**src/hdl/core_config.svh**
```systemverilog
//////////////////////////////////////////////////
// Core configuration
// Widths, sizes and opcode encodings shared by
// the fetch, queue and execute blocks
//////////////////////////////////////////////////

`ifndef CORE_CONFIG_SVH
`define CORE_CONFIG_SVH

//////////////////////////////////////////////////
// Datapath and storage sizes
//////////////////////////////////////////////////
`define WORD_W      32              // Data and instruction width
`define GPR_NUM     32              // Architectural registers, x0 included
`define IMEM_DEPTH  64              // Instruction scratch pad words
`define IMEM_AW     6               // Scratch pad address bits

//////////////////////////////////////////////////
// Instruction queue
//////////////////////////////////////////////////
`define IQ_DEPTH    4               // Queue entries
`define IQ_CW       3               // Occupancy bits, holds 0..IQ_DEPTH

//////////////////////////////////////////////////
// RV32I opcodes of the supported subset
//////////////////////////////////////////////////
`define OPC_OP      7'b0110011      // Register-register ALU
`define OPC_OP_IMM  7'b0010011      // Register-immediate ALU
`define OPC_LUI     7'b0110111      // Load upper immediate

`endif

```
**src/hdl/core_pkg.sv**
```systemverilog
//////////////////////////////////////////////////
// Core package
// Common vector types and the enums of the ALU
// and fetch state machine
//////////////////////////////////////////////////

`include "core_config.svh"

package core_pkg;

    // Plain vectors carrying a meaning
    typedef logic [`WORD_W-1:0]  word_t;       // Data or instruction word
    typedef logic [`IMEM_AW-1:0] imem_addr_t;  // Scratch pad word address
    typedef logic [4:0]          reg_addr_t;   // GPR index
    typedef logic [`IQ_CW-1:0]   iq_count_t;   // Queue occupancy

    //////////////////////////////////////////////////
    // ALU operation select
    //////////////////////////////////////////////////
    typedef enum logic [3:0] {
        ALU_ADD  = 4'd0,                       // a + b
        ALU_SUB  = 4'd1,                       // a - b
        ALU_AND  = 4'd2,                       // Bitwise and
        ALU_OR   = 4'd3,                       // Bitwise or
        ALU_XOR  = 4'd4,                       // Bitwise xor
        ALU_SLL  = 4'd5,                       // Shift left logical
        ALU_SRL  = 4'd6,                       // Shift right logical
        ALU_SLT  = 4'd7,                       // Signed less than
        ALU_PASS = 4'd8                        // Forward operand b, LUI
    } alu_op_e;

    //////////////////////////////////////////////////
    // Fetch sequencing
    //////////////////////////////////////////////////
    typedef enum logic [1:0] {
        FS_IDLE = 2'd0,                        // Waiting for run
        FS_RUN  = 2'd1,                        // Issuing reads
        FS_DONE = 2'd2                         // Last address issued
    } fetch_state_e;

endpackage

```
**src/hdl/core_top.sv**
```systemverilog
//////////////////////////////////////////////////
// Core top level
// Fetch, instruction queue and execute chained
// into a single-hart integer core
//////////////////////////////////////////////////

`timescale 1ns/10ps

module core_top import core_pkg::*; (
    input  logic         clk,            // Clock
    input  logic         i_rst_n,        // Sync reset, active low
    input  logic         i_run,          // Start fetching
    input  logic         i_ex_hold,      // Stall execute
    input  logic         i_imem_we,      // Program load strobe
    input  imem_addr_t   i_imem_addr,    // Program load address
    input  word_t        i_imem_wdata,   // Program load data
    output logic         o_wb_valid,     // Write-back valid
    output reg_addr_t    o_wb_rd,        // Write-back register
    output word_t        o_wb_data       // Write-back value
);

    //////////////////////////////////////////////////
    // Internal links
    //////////////////////////////////////////////////
    logic        if_push;                // Fetch to queue strobe
    word_t       if_insn;                // Fetched word
    iq_count_t   iq_count;               // Queue occupancy back to fetch
    word_t       iq_head;                // Head word to execute
    logic        iq_empty;               // Queue empty
    logic        ex_pop;                 // Execute consumes head

    // Fetch stage
    insn_fetch insn_fetch (
        .clk           (clk),
        .i_rst_n       (i_rst_n),
        .i_run         (i_run),
        .i_imem_we     (i_imem_we),      // Load port passes through
        .i_imem_addr   (i_imem_addr),
        .i_imem_wdata  (i_imem_wdata),
        .i_iq_count    (iq_count),       // Issue throttle
        .o_push        (if_push),
        .o_insn        (if_insn)
    );

    // Decoupling buffer
    insn_queue insn_queue (
        .clk           (clk),
        .i_rst_n       (i_rst_n),
        .i_push        (if_push),
        .i_insn        (if_insn),
        .i_pop         (ex_pop),
        .o_head        (iq_head),
        .o_empty       (iq_empty),
        .o_count       (iq_count)
    );

    // Decode, ALU and write-back
    exec_unit exec_unit (
        .clk           (clk),
        .i_rst_n       (i_rst_n),
        .i_head        (iq_head),
        .i_empty       (iq_empty),
        .i_ex_hold     (i_ex_hold),      // Only back-pressure source
        .o_pop         (ex_pop),
        .o_wb_valid    (o_wb_valid),
        .o_wb_rd       (o_wb_rd),
        .o_wb_data     (o_wb_data)
    );

endmodule

```
**src/hdl/exec_unit.sv**
```systemverilog
//////////////////////////////////////////////////
// Execute unit
// Pops the queue head, decodes it, reads the GPRs,
// runs the ALU and registers the write-back
//////////////////////////////////////////////////

`timescale 1ns/10ps

`include "core_config.svh"

module exec_unit import core_pkg::*; (
    input  logic         clk,            // Clock
    input  logic         i_rst_n,        // Sync reset, active low
    input  word_t        i_head,         // Queue head word
    input  logic         i_empty,        // Queue empty
    input  logic         i_ex_hold,      // External hold level
    output logic         o_pop,          // Consume head
    output logic         o_wb_valid,     // Write-back valid
    output reg_addr_t    o_wb_rd,        // Write-back register
    output word_t        o_wb_data       // Write-back value
);

    logic [6:0]  opcode;                 // Instruction fields
    logic [2:0]  funct3;
    logic [6:0]  funct7;
    reg_addr_t   rd;
    reg_addr_t   rs1;
    reg_addr_t   rs2;
    word_t       rs1_data;               // GPR read data
    word_t       rs2_data;
    word_t       imm;                    // Selected immediate
    word_t       op_b;                   // ALU operand b
    word_t       alu_res;                // ALU result
    alu_op_e     alu_op;
    logic        use_imm;
    logic        legal;                  // Supported encoding
    logic        wb_we;                  // GPR write this cycle

    assign opcode = i_head[6:0];
    assign rd     = i_head[11:7];
    assign funct3 = i_head[14:12];
    assign rs1    = i_head[19:15];
    assign rs2    = i_head[24:20];
    assign funct7 = i_head[31:25];

    assign o_pop  = !i_empty && !i_ex_hold;

    //////////////////////////////////////////////////
    // Decode
    //////////////////////////////////////////////////
    always_comb begin
        alu_op  = ALU_ADD;
        use_imm = 1'b0;
        legal   = 1'b0;
        imm     = {{(`WORD_W-12){i_head[31]}}, i_head[31:20]};  // I-type, sign extended
        case (opcode)
            `OPC_OP: begin
                // Only SUB may set funct7[5]
                legal = (funct7 == 7'h00) || (funct7 == 7'h20 && funct3 == 3'b000);
                case (funct3)
                    3'b000:  alu_op = funct7[5] ? ALU_SUB : ALU_ADD;
                    3'b111:  alu_op = ALU_AND;
                    3'b110:  alu_op = ALU_OR;
                    3'b100:  alu_op = ALU_XOR;
                    3'b001:  alu_op = ALU_SLL;
                    3'b101:  alu_op = ALU_SRL;
                    3'b010:  alu_op = ALU_SLT;
                    default: legal  = 1'b0;       // SLTU not supported
                endcase
            end
            `OPC_OP_IMM: begin
                use_imm = 1'b1;
                legal   = 1'b1;
                case (funct3)
                    3'b000:  alu_op = ALU_ADD;    // ADDI
                    3'b111:  alu_op = ALU_AND;    // ANDI
                    3'b110:  alu_op = ALU_OR;     // ORI
                    3'b100:  alu_op = ALU_XOR;    // XORI
                    default: legal  = 1'b0;       // Shifts and compares left out
                endcase
            end
            `OPC_LUI: begin
                use_imm = 1'b1;
                legal   = 1'b1;
                alu_op  = ALU_PASS;
                imm     = {i_head[31:12], 12'b0}; // U-type
            end
            default: legal = 1'b0;
        endcase
    end

    //////////////////////////////////////////////////
    // ALU
    //////////////////////////////////////////////////
    assign op_b = use_imm ? imm : rs2_data;

    always_comb begin
        case (alu_op)
            ALU_ADD:  alu_res = rs1_data + op_b;
            ALU_SUB:  alu_res = rs1_data - op_b;
            ALU_AND:  alu_res = rs1_data & op_b;
            ALU_OR:   alu_res = rs1_data | op_b;
            ALU_XOR:  alu_res = rs1_data ^ op_b;
            ALU_SLL:  alu_res = rs1_data << op_b[4:0];
            ALU_SRL:  alu_res = rs1_data >> op_b[4:0];
            ALU_SLT:  alu_res = {{(`WORD_W-1){1'b0}}, $signed(rs1_data) < $signed(op_b)};
            ALU_PASS: alu_res = op_b;
            default:  alu_res = '0;
        endcase
    end

    //////////////////////////////////////////////////
    // Write-back, GPR updated on the same edge
    //////////////////////////////////////////////////
    assign wb_we = o_pop && legal && (rd != '0);

    always_ff @(posedge clk) begin
        if (!i_rst_n) begin
            o_wb_valid <= 1'b0;
        end else begin
            o_wb_valid <= wb_we;
        end
    end

    always_ff @(posedge clk) begin
        if (o_pop) begin
            o_wb_rd   <= rd;
            o_wb_data <= alu_res;
        end
    end

    gpr_file gpr_file (
        .clk         (clk),              // Clock
        .i_rst_n     (i_rst_n),          // Reset
        .i_rs1_addr  (rs1),              // Read port 0
        .i_rs2_addr  (rs2),              // Read port 1
        .i_we        (wb_we),            // Write enable
        .i_wr_addr   (rd),               // Write address
        .i_wr_data   (alu_res),          // Write data
        .o_rs1_data  (rs1_data),
        .o_rs2_data  (rs2_data)
    );

endmodule

```
**src/hdl/gpr_file.sv**
```systemverilog
//////////////////////////////////////////////////
// General purpose registers
// Two combinational read ports, one write port,
// x0 hardwired to zero
//////////////////////////////////////////////////

`timescale 1ns/10ps

`include "core_config.svh"

module gpr_file import core_pkg::*; (
    input  logic         clk,            // Clock
    input  logic         i_rst_n,        // Sync reset, active low
    input  reg_addr_t    i_rs1_addr,     // Read address 0
    input  reg_addr_t    i_rs2_addr,     // Read address 1
    input  logic         i_we,           // Write enable
    input  reg_addr_t    i_wr_addr,      // Write address
    input  word_t        i_wr_data,      // Write data
    output word_t        o_rs1_data,     // Read data 0
    output word_t        o_rs2_data      // Read data 1
);

    word_t regs [1:`GPR_NUM-1];          // x1..x31, no storage for x0

    always_ff @(posedge clk) begin
        if (!i_rst_n) begin
            for (int i = 1; i < `GPR_NUM; i++) begin
                regs[i] <= '0;           // Architectural reset to zero
            end
        end else if (i_we && (i_wr_addr != '0)) begin
            regs[i_wr_addr] <= i_wr_data;  // Writes to x0 dropped
        end
    end

    // x0 decoded here, never looked up
    assign o_rs1_data = (i_rs1_addr == '0) ? '0 : regs[i_rs1_addr];
    assign o_rs2_data = (i_rs2_addr == '0) ? '0 : regs[i_rs2_addr];

endmodule

```
**src/hdl/insn_fetch.sv**
```systemverilog
//////////////////////////////////////////////////
// Instruction fetch
// Owns the instruction scratch pad and the PC,
// reads one word per cycle and pushes it into the
// instruction queue while the queue has room
//////////////////////////////////////////////////

`timescale 1ns/10ps

`include "core_config.svh"

module insn_fetch import core_pkg::*; (
    input  logic         clk,            // Clock
    input  logic         i_rst_n,        // Sync reset, active low
    input  logic         i_run,          // Run level
    input  logic         i_imem_we,      // Load write strobe
    input  imem_addr_t   i_imem_addr,    // Load address
    input  word_t        i_imem_wdata,   // Load data
    input  iq_count_t    i_iq_count,     // Queue occupancy
    output logic         o_push,         // Push strobe to queue
    output word_t        o_insn          // Pushed word
);

    localparam imem_addr_t LAST_ADDR = imem_addr_t'(`IMEM_DEPTH - 1);

    word_t           imem [0:`IMEM_DEPTH-1];  // Scratch pad array
    fetch_state_e    state;                   // Fetch FSM
    imem_addr_t      pc;                      // Next address to read
    logic [`IQ_CW:0] fill_level;              // Queue count plus read in flight
    logic            issue;                   // Read issued this cycle

    // A read issued last cycle shows up as o_push now and is not yet counted
    assign fill_level = {1'b0, i_iq_count} + {{`IQ_CW{1'b0}}, o_push};
    assign issue      = (state == FS_RUN) && i_run && (fill_level < `IQ_DEPTH);

    //////////////////////////////////////////////////
    // Scratch pad, external write and sync read
    //////////////////////////////////////////////////
    always_ff @(posedge clk) begin
        if (i_imem_we) begin
            imem[i_imem_addr] <= i_imem_wdata;  // Program load
        end
    end

    always_ff @(posedge clk) begin
        if (issue) begin
            o_insn <= imem[pc];                 // Word valid with o_push
        end
    end

    always_ff @(posedge clk) begin
        if (!i_rst_n) begin
            o_push <= 1'b0;
        end else begin
            o_push <= issue;                    // One cycle read latency
        end
    end

    //////////////////////////////////////////////////
    // PC and state machine
    //////////////////////////////////////////////////
    always_ff @(posedge clk) begin
        if (!i_rst_n) begin
            state <= FS_IDLE;
            pc    <= '0;
        end else begin
            case (state)
                FS_IDLE: begin
                    if (i_run) begin
                        state <= FS_RUN;        // Start from address 0
                        pc    <= '0;
                    end
                end
                FS_RUN: begin
                    if (issue) begin
                        if (pc == LAST_ADDR) begin
                            state <= FS_DONE;   // Program exhausted
                        end else begin
                            pc <= pc + 1'b1;
                        end
                    end
                end
                FS_DONE: state <= FS_DONE;      // Park until reset
                default: state <= FS_IDLE;
            endcase
        end
    end

endmodule

```
**src/hdl/insn_queue.sv**
```systemverilog
//////////////////////////////////////////////////
// Instruction queue
// Circular FIFO of instruction words between
// fetch and execute, with occupancy count
//////////////////////////////////////////////////

`timescale 1ns/10ps

`include "core_config.svh"

module insn_queue import core_pkg::*; (
    input  logic         clk,            // Clock
    input  logic         i_rst_n,        // Sync reset, active low
    input  logic         i_push,         // Write strobe from fetch
    input  word_t        i_insn,         // Word to write
    input  logic         i_pop,          // Read strobe from execute
    output word_t        o_head,         // Oldest word
    output logic         o_empty,        // No words held
    output iq_count_t    o_count         // Words held
);

    localparam int PTR_W = $clog2(`IQ_DEPTH);
    localparam logic [PTR_W-1:0] PTR_LAST = PTR_W'(`IQ_DEPTH - 1);

    word_t            q_mem [0:`IQ_DEPTH-1];  // Entry storage
    logic [PTR_W-1:0] wr_ptr;                 // Next slot to fill
    logic [PTR_W-1:0] rd_ptr;                 // Head slot
    iq_count_t        count;                  // Occupancy

    // Wrap explicitly so a depth that is not a power of two still works
    function automatic logic [PTR_W-1:0] ptr_inc(input logic [PTR_W-1:0] ptr);
        ptr_inc = (ptr == PTR_LAST) ? '0 : ptr + 1'b1;
    endfunction

    //////////////////////////////////////////////////
    // Storage
    //////////////////////////////////////////////////
    always_ff @(posedge clk) begin
        if (i_push) begin
            q_mem[wr_ptr] <= i_insn;
        end
    end

    //////////////////////////////////////////////////
    // Pointers and count
    //////////////////////////////////////////////////
    always_ff @(posedge clk) begin
        if (!i_rst_n) begin
            wr_ptr <= '0;
            rd_ptr <= '0;
            count  <= '0;
        end else begin
            if (i_push) begin
                wr_ptr <= ptr_inc(wr_ptr);
            end
            if (i_pop) begin
                rd_ptr <= ptr_inc(rd_ptr);
            end
            case ({i_push, i_pop})
                2'b10:   count <= count + 1'b1;   // Push only
                2'b01:   count <= count - 1'b1;   // Pop only
                default: count <= count;          // Both or neither
            endcase
        end
    end

    assign o_head  = q_mem[rd_ptr];   // Shown straight from storage
    assign o_empty = (count == '0);
    assign o_count = count;

endmodule

```
**config.mk**
```make
export PLATFORM = sky130hd
export DESIGN_NAME = core_top
export DESIGN_NICKNAME = d
export VERILOG_FILES = /design/src/hdl/core_pkg.sv /design/src/hdl/core_top.sv /design/src/hdl/exec_unit.sv /design/src/hdl/gpr_file.sv /design/src/hdl/insn_fetch.sv /design/src/hdl/insn_queue.sv
export VERILOG_INCLUDE_DIRS = /design/src /design/src/hdl
export SDC_FILE = /design/constraint.sdc
export NUM_CORES = 2
export LEC_CHECK = 0
export ABC_CLOCK_PERIOD_IN_PS = 8350
export BUFFER_PORTS_ARGS = -buffer_cell sky130_fd_sc_hd__buf_2
export CORE_MARGIN = 2
export CORE_UTILIZATION = 64
export DETAILED_ROUTE_END_ITERATION = 10
export PLACE_DENSITY_LB_ADDON = 0.08
export SYNTH_ARGS = -nofsm -noshare
export SYNTH_HDL_FRONTEND = slang
export SYNTH_SLANG_ARGS = --single-unit
```
**constraint.sdc**
```tcl
create_clock -name clk -period 8.35 [get_ports clk]
set_input_delay 0.4175 -clock clk [delete_from_list [all_inputs] [get_ports clk]]
set_output_delay 0.4175 -clock clk [all_outputs]
set_load 0.01 [all_outputs]
```
* After elaboration in Yosys (flattened, before gate mapping)
Memories as Yosys holds them, arrays and structs flattened. A register that Yosys moved wholly into a read port is not among the register bits.
Cells that the tools add are included.
** Word-level totals
- Logic and storage cells :: 119
- Bits of input ports :: 43
- Bits in writable memories :: 3168
- Flip-flop bits (word level) :: 54
- Output and inout port bits :: 38
- Memories kept :: 3
** Operators by class
- Mux-type cells :: 37
- Bitwise operators :: 3
- $add $sub $neg :: 8
- Equal/unequal tests :: 29
- Reductions and logical operators :: 26
- Order comparisons :: 2
- Shift operators :: 2
** Memory list
- insn_fetch.imem :: depth 64, bits a word 32, read ports 1, clocked after memory_dff 1, wr ports 1, RTL line insn_fetch.sv:26 : word_t imem [0:`IMEM_DEPTH-1];
- exec_unit.gpr_file.regs :: depth 31, bits a word 32, read ports 2, clocked after memory_dff 0, wr ports 31, RTL line gpr_file.sv:23 : word_t regs [1:`GPR_NUM-1];
- insn_queue.q_mem :: depth 4, bits a word 32, read ports 1, clocked after memory_dff 1, wr ports 1, RTL line insn_queue.sv:25 : word_t q_mem [0:`IQ_DEPTH-1];
** Operators with widths (count)
- 32-bit case mux with 9 select lines :: 1
- 32-bit 2-to-1 mux :: 4
- 32-bit adder :: 1
- 32-bit AND :: 1
- 32-bit < comparator :: 1
- 32-bit OR :: 1
- 32-bit OR reduction :: 1
- 32-bit by 5-bit << shifter with 32-bit output :: 1
- 32-bit by 5-bit >> shifter with 32-bit output :: 1
- 32-bit subtractor :: 1
- 32-bit bitwise XOR :: 1
- 31-bit 2-to-1 mux :: 1
- 4-bit case mux with 7 select lines :: 1
- 7-bit by 6-bit == test with 1-bit output, second input constant :: 3
- 6-bit 2-to-1 mux :: 3
- 4-bit by 3-bit == test with 1-bit output, second input constant :: 4
- 2-bit 2-to-1 mux :: 7
- 1-bit 2-to-1 mux :: 13
- 3-bit == test, second input constant :: 4
- 4-bit case mux with 3 select lines :: 1
- 6-bit case mux with 2 select lines :: 1
- 5-bit zero test :: 2
- 3-bit case mux with 3 select lines :: 1
- 2-bit == test, second input constant :: 4
- 34 further kinds :: 48

* Depth between registers and ports, before layout
- Depth in word-level cells :: 13
- Depth in mapped cells :: 31
- Depth with buffers taken out :: 22

* Modules after synthesis
Synthesis repeated with hierarchy kept, for this count alone.
** Unflattened totals
- Cell total of the unflattened synthesis :: 8655
- Area total of the unflattened synthesis :: 149206.9 µm²
** Modules (own cells, without submodules)
- insn_fetch :: cells each 3491, times used 1, area an instance 79556.3 µm², seq. area each 62640.1 µm²
- gpr_file :: cells each 3505, times used 1, area an instance 54214.5 µm², seq. area each 30749.5 µm²
- exec_unit :: cells each 1446, times used 1, area an instance 10319.9 µm², seq. area each 1131.1 µm²
- insn_queue :: cells each 213, times used 1, area an instance 5116.2 µm², seq. area each 4023.9 µm²

* Worst setup path before layout
OpenSTA, ideal clock, no wires.
- Kind :: flip-flop to flip-flop
- Start point :: reg (tool-made name)
- End point :: mem exec_unit.gpr_file.regs[10][28] (netlist name), data pin
- Library setup time :: 0.266 ns
- Path slack :: 1.459 ns
- Stages on the path, launching flop included :: 28
- Arrival time :: 6.624 ns
- Cells stage by stage :: dfxtp_1 -> buf_6 -> mux4_2 -> buf_2 -> buf_2 -> buf_6 -> buf_2 -> buf_1 -> buf_1 -> mux4_2 -> nand2_1 -> nand3_1 -> a32oi_1 -> o21ai_0 -> ha_1 -> or4_1 -> a211oi_1 -> a21oi_1 -> o31a_1 -> o41ai_1 -> o31ai_1 -> a21o_1 -> or2_2 -> a21oi_1 -> xor2_1 -> o221ai_2 -> clkbuf_1 -> nor2b_1
** RTL lines (RTL line)
- end: declaration :: gpr_file.sv:23

==> impl_metrics.tcl <==
set metrics [dict create \
    status "finished, final reports clean" \
    fin_cells 13039 \
    dr_total_vias 98281 \
    route.detailed.drc 0 \
    cts_tree "built" \
    die_y_um 488 \
    cpMaxStageDelayCell "a22oi_1" \
    cp_common_cell "buf_4" \
    min_to "insn_fetch.imem[23][0]" \
    antenna_found_initial 38 \
    nNetsFinal 9802 \
    fin_tns_setup_ps 0 \
    viasPerCell 7.54 \
    swShare_pct 37.1 \
    worst_pin_slew_ps 1360 \
    whs_path_depth 3 \
    synth_edf_count 3266 \
    area_growth_pct 11.2 \
    drt_iter0_drc 16990 \
    drv_cap 0 \
    gr-total-overflow 0 \
    ys_seq_area_share_pct 65.6 \
    wl_um 542000 \
    io_pins 81 \
    setup_viol 0 \
    die_w_um 488 \
    cts.sinks 3285 \
    place_ws_ps 310 \
    grt_usage_pct 45.8 \
    hold_path.class "in -> reg" \
    critPathTopFamily "compound AO/OA/AOI/OAI gates" \
    place_hpwl_um 313000 \
    grt_pass1_vias 97751 \
    slowest_delay_ps 1150 \
    syn_area_um2 150000 \
    cp.arrival_ps 9030 \
    cts_buffer_depth 4 \
    clk_latency_ps 1040 \
    synthFlopType "edfxtp_1" \
    yosysMostFrequentCell "edfxtp_1" \
    first_pass_iters 6 \
    crit_path_cell_trace "buf_4 > mux4_2 > nor2b_1 > a22oi_1 > nand3_1 > nand4_1 > buf_4 > ha_1 > buf_4 > a21o_1 > o21bai_1 > a21oi_1 > o21ai_0 > o31ai_1 > a221oi_1 > buf_4 > nand4_1 > nor3_1 > and3_1 > buf_12 > inv_1" \
    fin_skew_ps 116 \
    place_congestion 1.04 \
    whs_ps 59.6 \
    numCtsBuffers 339 \
    crit_type "reg -> reg" \
    post_synth_num_cell_types 114 \
    clockRootBuffer "clkbuf_16" \
    p_clk_share_pct 27.6 \
    min_period_over_period_pct 99.9 \
    hold_start "i_imem_addr[2]" \
    synthArstFlopShare_pct 0 \
    clk_pin_slew_ps 60 \
    port_buffers 80 \
    grt_max_degree 157 \
    detail-route-antenna-nets 0 \
    required_ps 9040 \
    report.final.hold_viol_count 0 \
    p_switching_mw 19.9 \
    synth_common_cells "3,266 x edfxtp_1, 921 x mux4_2, 914 x nor2_1" \
    worstSetupStartpointType "flop" \
    htreeDepth 5 \
    p_seq_share_pct 35.5 \
    path_buf_inv 6 \
    start_util_pct 64.5 \
    core_area_um2 233000 \
    rsz0062_at_grt "false" \
    fin_area_um2 167000 \
    reg2reg_to "exec_unit.o_wb_data[9]" \
    fin_ws_ps 9.20 \
    drv_slew 0 \
    dieArea_um2 239000 \
    yosys_warnings 0 \
    synth_top_area_cell "edfxtp_1" \
    end_kind "flop" \
    ys_ff_latch 3285 \
    dpl_cell_area_um2 157000 \
    ir_drop_v 0.000359 \
    synthCells 9437 \
    fmax_ghz 0.120 \
    avgSynthCellArea_um2 15.9 \
    ys_top_cells_by_area "edfxtp_1 65%, mux4_2 14%, mux2i_1 4.2%, nor2_1 2.3%, nand2_1 2.0%" \
    num_rows 177 \
    period_needed_ps 8340 \
    drive_gt1_share_pct 22.3 \
    wire_per_inst_um 41.6 \
    ff2ff_setup_slack_ps 9 \
    crit_fanout 32 \
    p_leak_nw 56.2 \
    place_inst 12435 \
    worstRegToRegCells 21 \
    power_density_nw_per_um2 321 \
    p_int_mw 33.7 \
    synth_top_area_share_pct 65.3 \
    relSlewSlack_pct 9.06 \
    p_comb_share_pct 37.0 \
    grt_pass1_wl_um 754000 \
]
[worst register-to-register path, cell delays in order (launching register included)]
cell	delay (ps)
dfxtp_2	670
buf_4	350
mux4_2	1040
nor2b_1	450
a22oi_1	1150
nand3_1	170
nand4_1	420
buf_4	240
ha_1	290
buf_4	170
a21o_1	180
o21bai_1	370
a21oi_1	140
o21ai_0	270
o31ai_1	120
a221oi_1	600
buf_4	220
nand4_1	100
nor3_1	360
and3_1	290
buf_12	200
inv_1	280
[metrics by stage]
stage | total power, mW | util [%]
6_report | 53.7 | 71.7
5_1_grt | 54.6 | 71.7
4_1_cts | 52.9 | 71.7
3_5_place_dp | 38.3 | 67.2
3_3_place_gp | 38.2 | 67.2
2_1_floorplan | 30.2 | -
[how the worst max path moves through the flow]
stage               start  depth (start not counted)                               to  slack [ps]
floorplan            flop                         27  exec_unit.gpr_file.regs[10][28]        1460
global placement     flop                         22   exec_unit.gpr_file.regs[4][31]        -230
detailed placement   flop                         23   exec_unit.gpr_file.regs[4][28]         310
CTS                  flop                         23  exec_unit.gpr_file.regs[30][28]         310
global route         flop                         22   exec_unit.gpr_file.regs[6][31]           1
finish               flop                         21           exec_unit.o_wb_data[9]           9
[area by class of cell]
cell class | count | area [um^2]
well taps | 3132 | 3920
clock inverters | 166 | 1500
inverters | 134 | 503
repair buffers | 583 | 5010
multi-input cells | 5303 | 48700
diodes | 21 | 52.6
fillers | 13855 | 65900
clock buffers | 415 | 8860
flip-flops and latches | 3285 | 98500
[flip-flops by register name (all words and copies together) (netlist names), 3 cells and up, named ones only]
name                     count
insn_queue.q_mem           128
exec_unit.gpr_file.regs   1021
exec_unit.o_wb_rd            5
insn_fetch.o_insn           32
insn_queue.o_count           3
exec_unit.o_wb_data         32
insn_fetch.imem           2048
insn_fetch.pc                6
[timing repair]
item,in CTS,in global routing
buffers inserted,0,0
resized for setup,0,1
hold endpoints to repair,5,0
endpoints found under the setup margin,0,61
hold buffers,1,0
[kinds of logic (layout without fill, tap and decap cells)]
family	after synthesis	after routing	share of synthesized area, %
AO/OA/AOI/OAI	995	995	4.69
XOR/XNOR	23	23	0.134
adder cells (fa/ha/maj)	113	113	0.956
buffers and inverters	878	1298	2.71
flip-flops	3285	3285	65.6
multiplexers	1582	1583	18.3
other	1	50	0.00250
AND/OR/NAND/NOR	2560	2560	7.64
[layer usage]
metal  GRT usage (%)  wire, um
met2            69.3    245000
met5               0       128
met3            10.4     68900
met1            57.4    171000
met4            36.7     56100
[power by group through the flow]
stage                     sequential [mW]  clock, mW  combinational [mW]
after floorplan                      19.2          0                11.0
after global placement               19.3          0                18.9
after detailed placement             19.4          0                19.0
after CTS                            19.0       14.8                19.1
after global routing                 19.1       15.3                20.3
final                                19.0       14.8                19.8
[cell usage in the layout, fill, tap and decap left out, drive strengths merged, types with 21 or more instances in the layout]
cell,instances
edfxtp,3266
mux4,927
nor2,920
nand2,787
mux2i,632
buf,582
clkbuf,415
nand3,314
nor2b,271
a21oi,157
a31oi,145
inv,140
o21ai,138
clkinv,130
ha,110
a22oi,108
a32oi,74
nor3,65
o211ai,64
nand4,52
a211oi,45
a221oi,34
o22ai,31
conb,29
bufinv,26
and2,25
mux2,24
a21o,22
diode,21
nand2b,21
and3,21
Note: power is estimated with default switching activity, not from simulation.
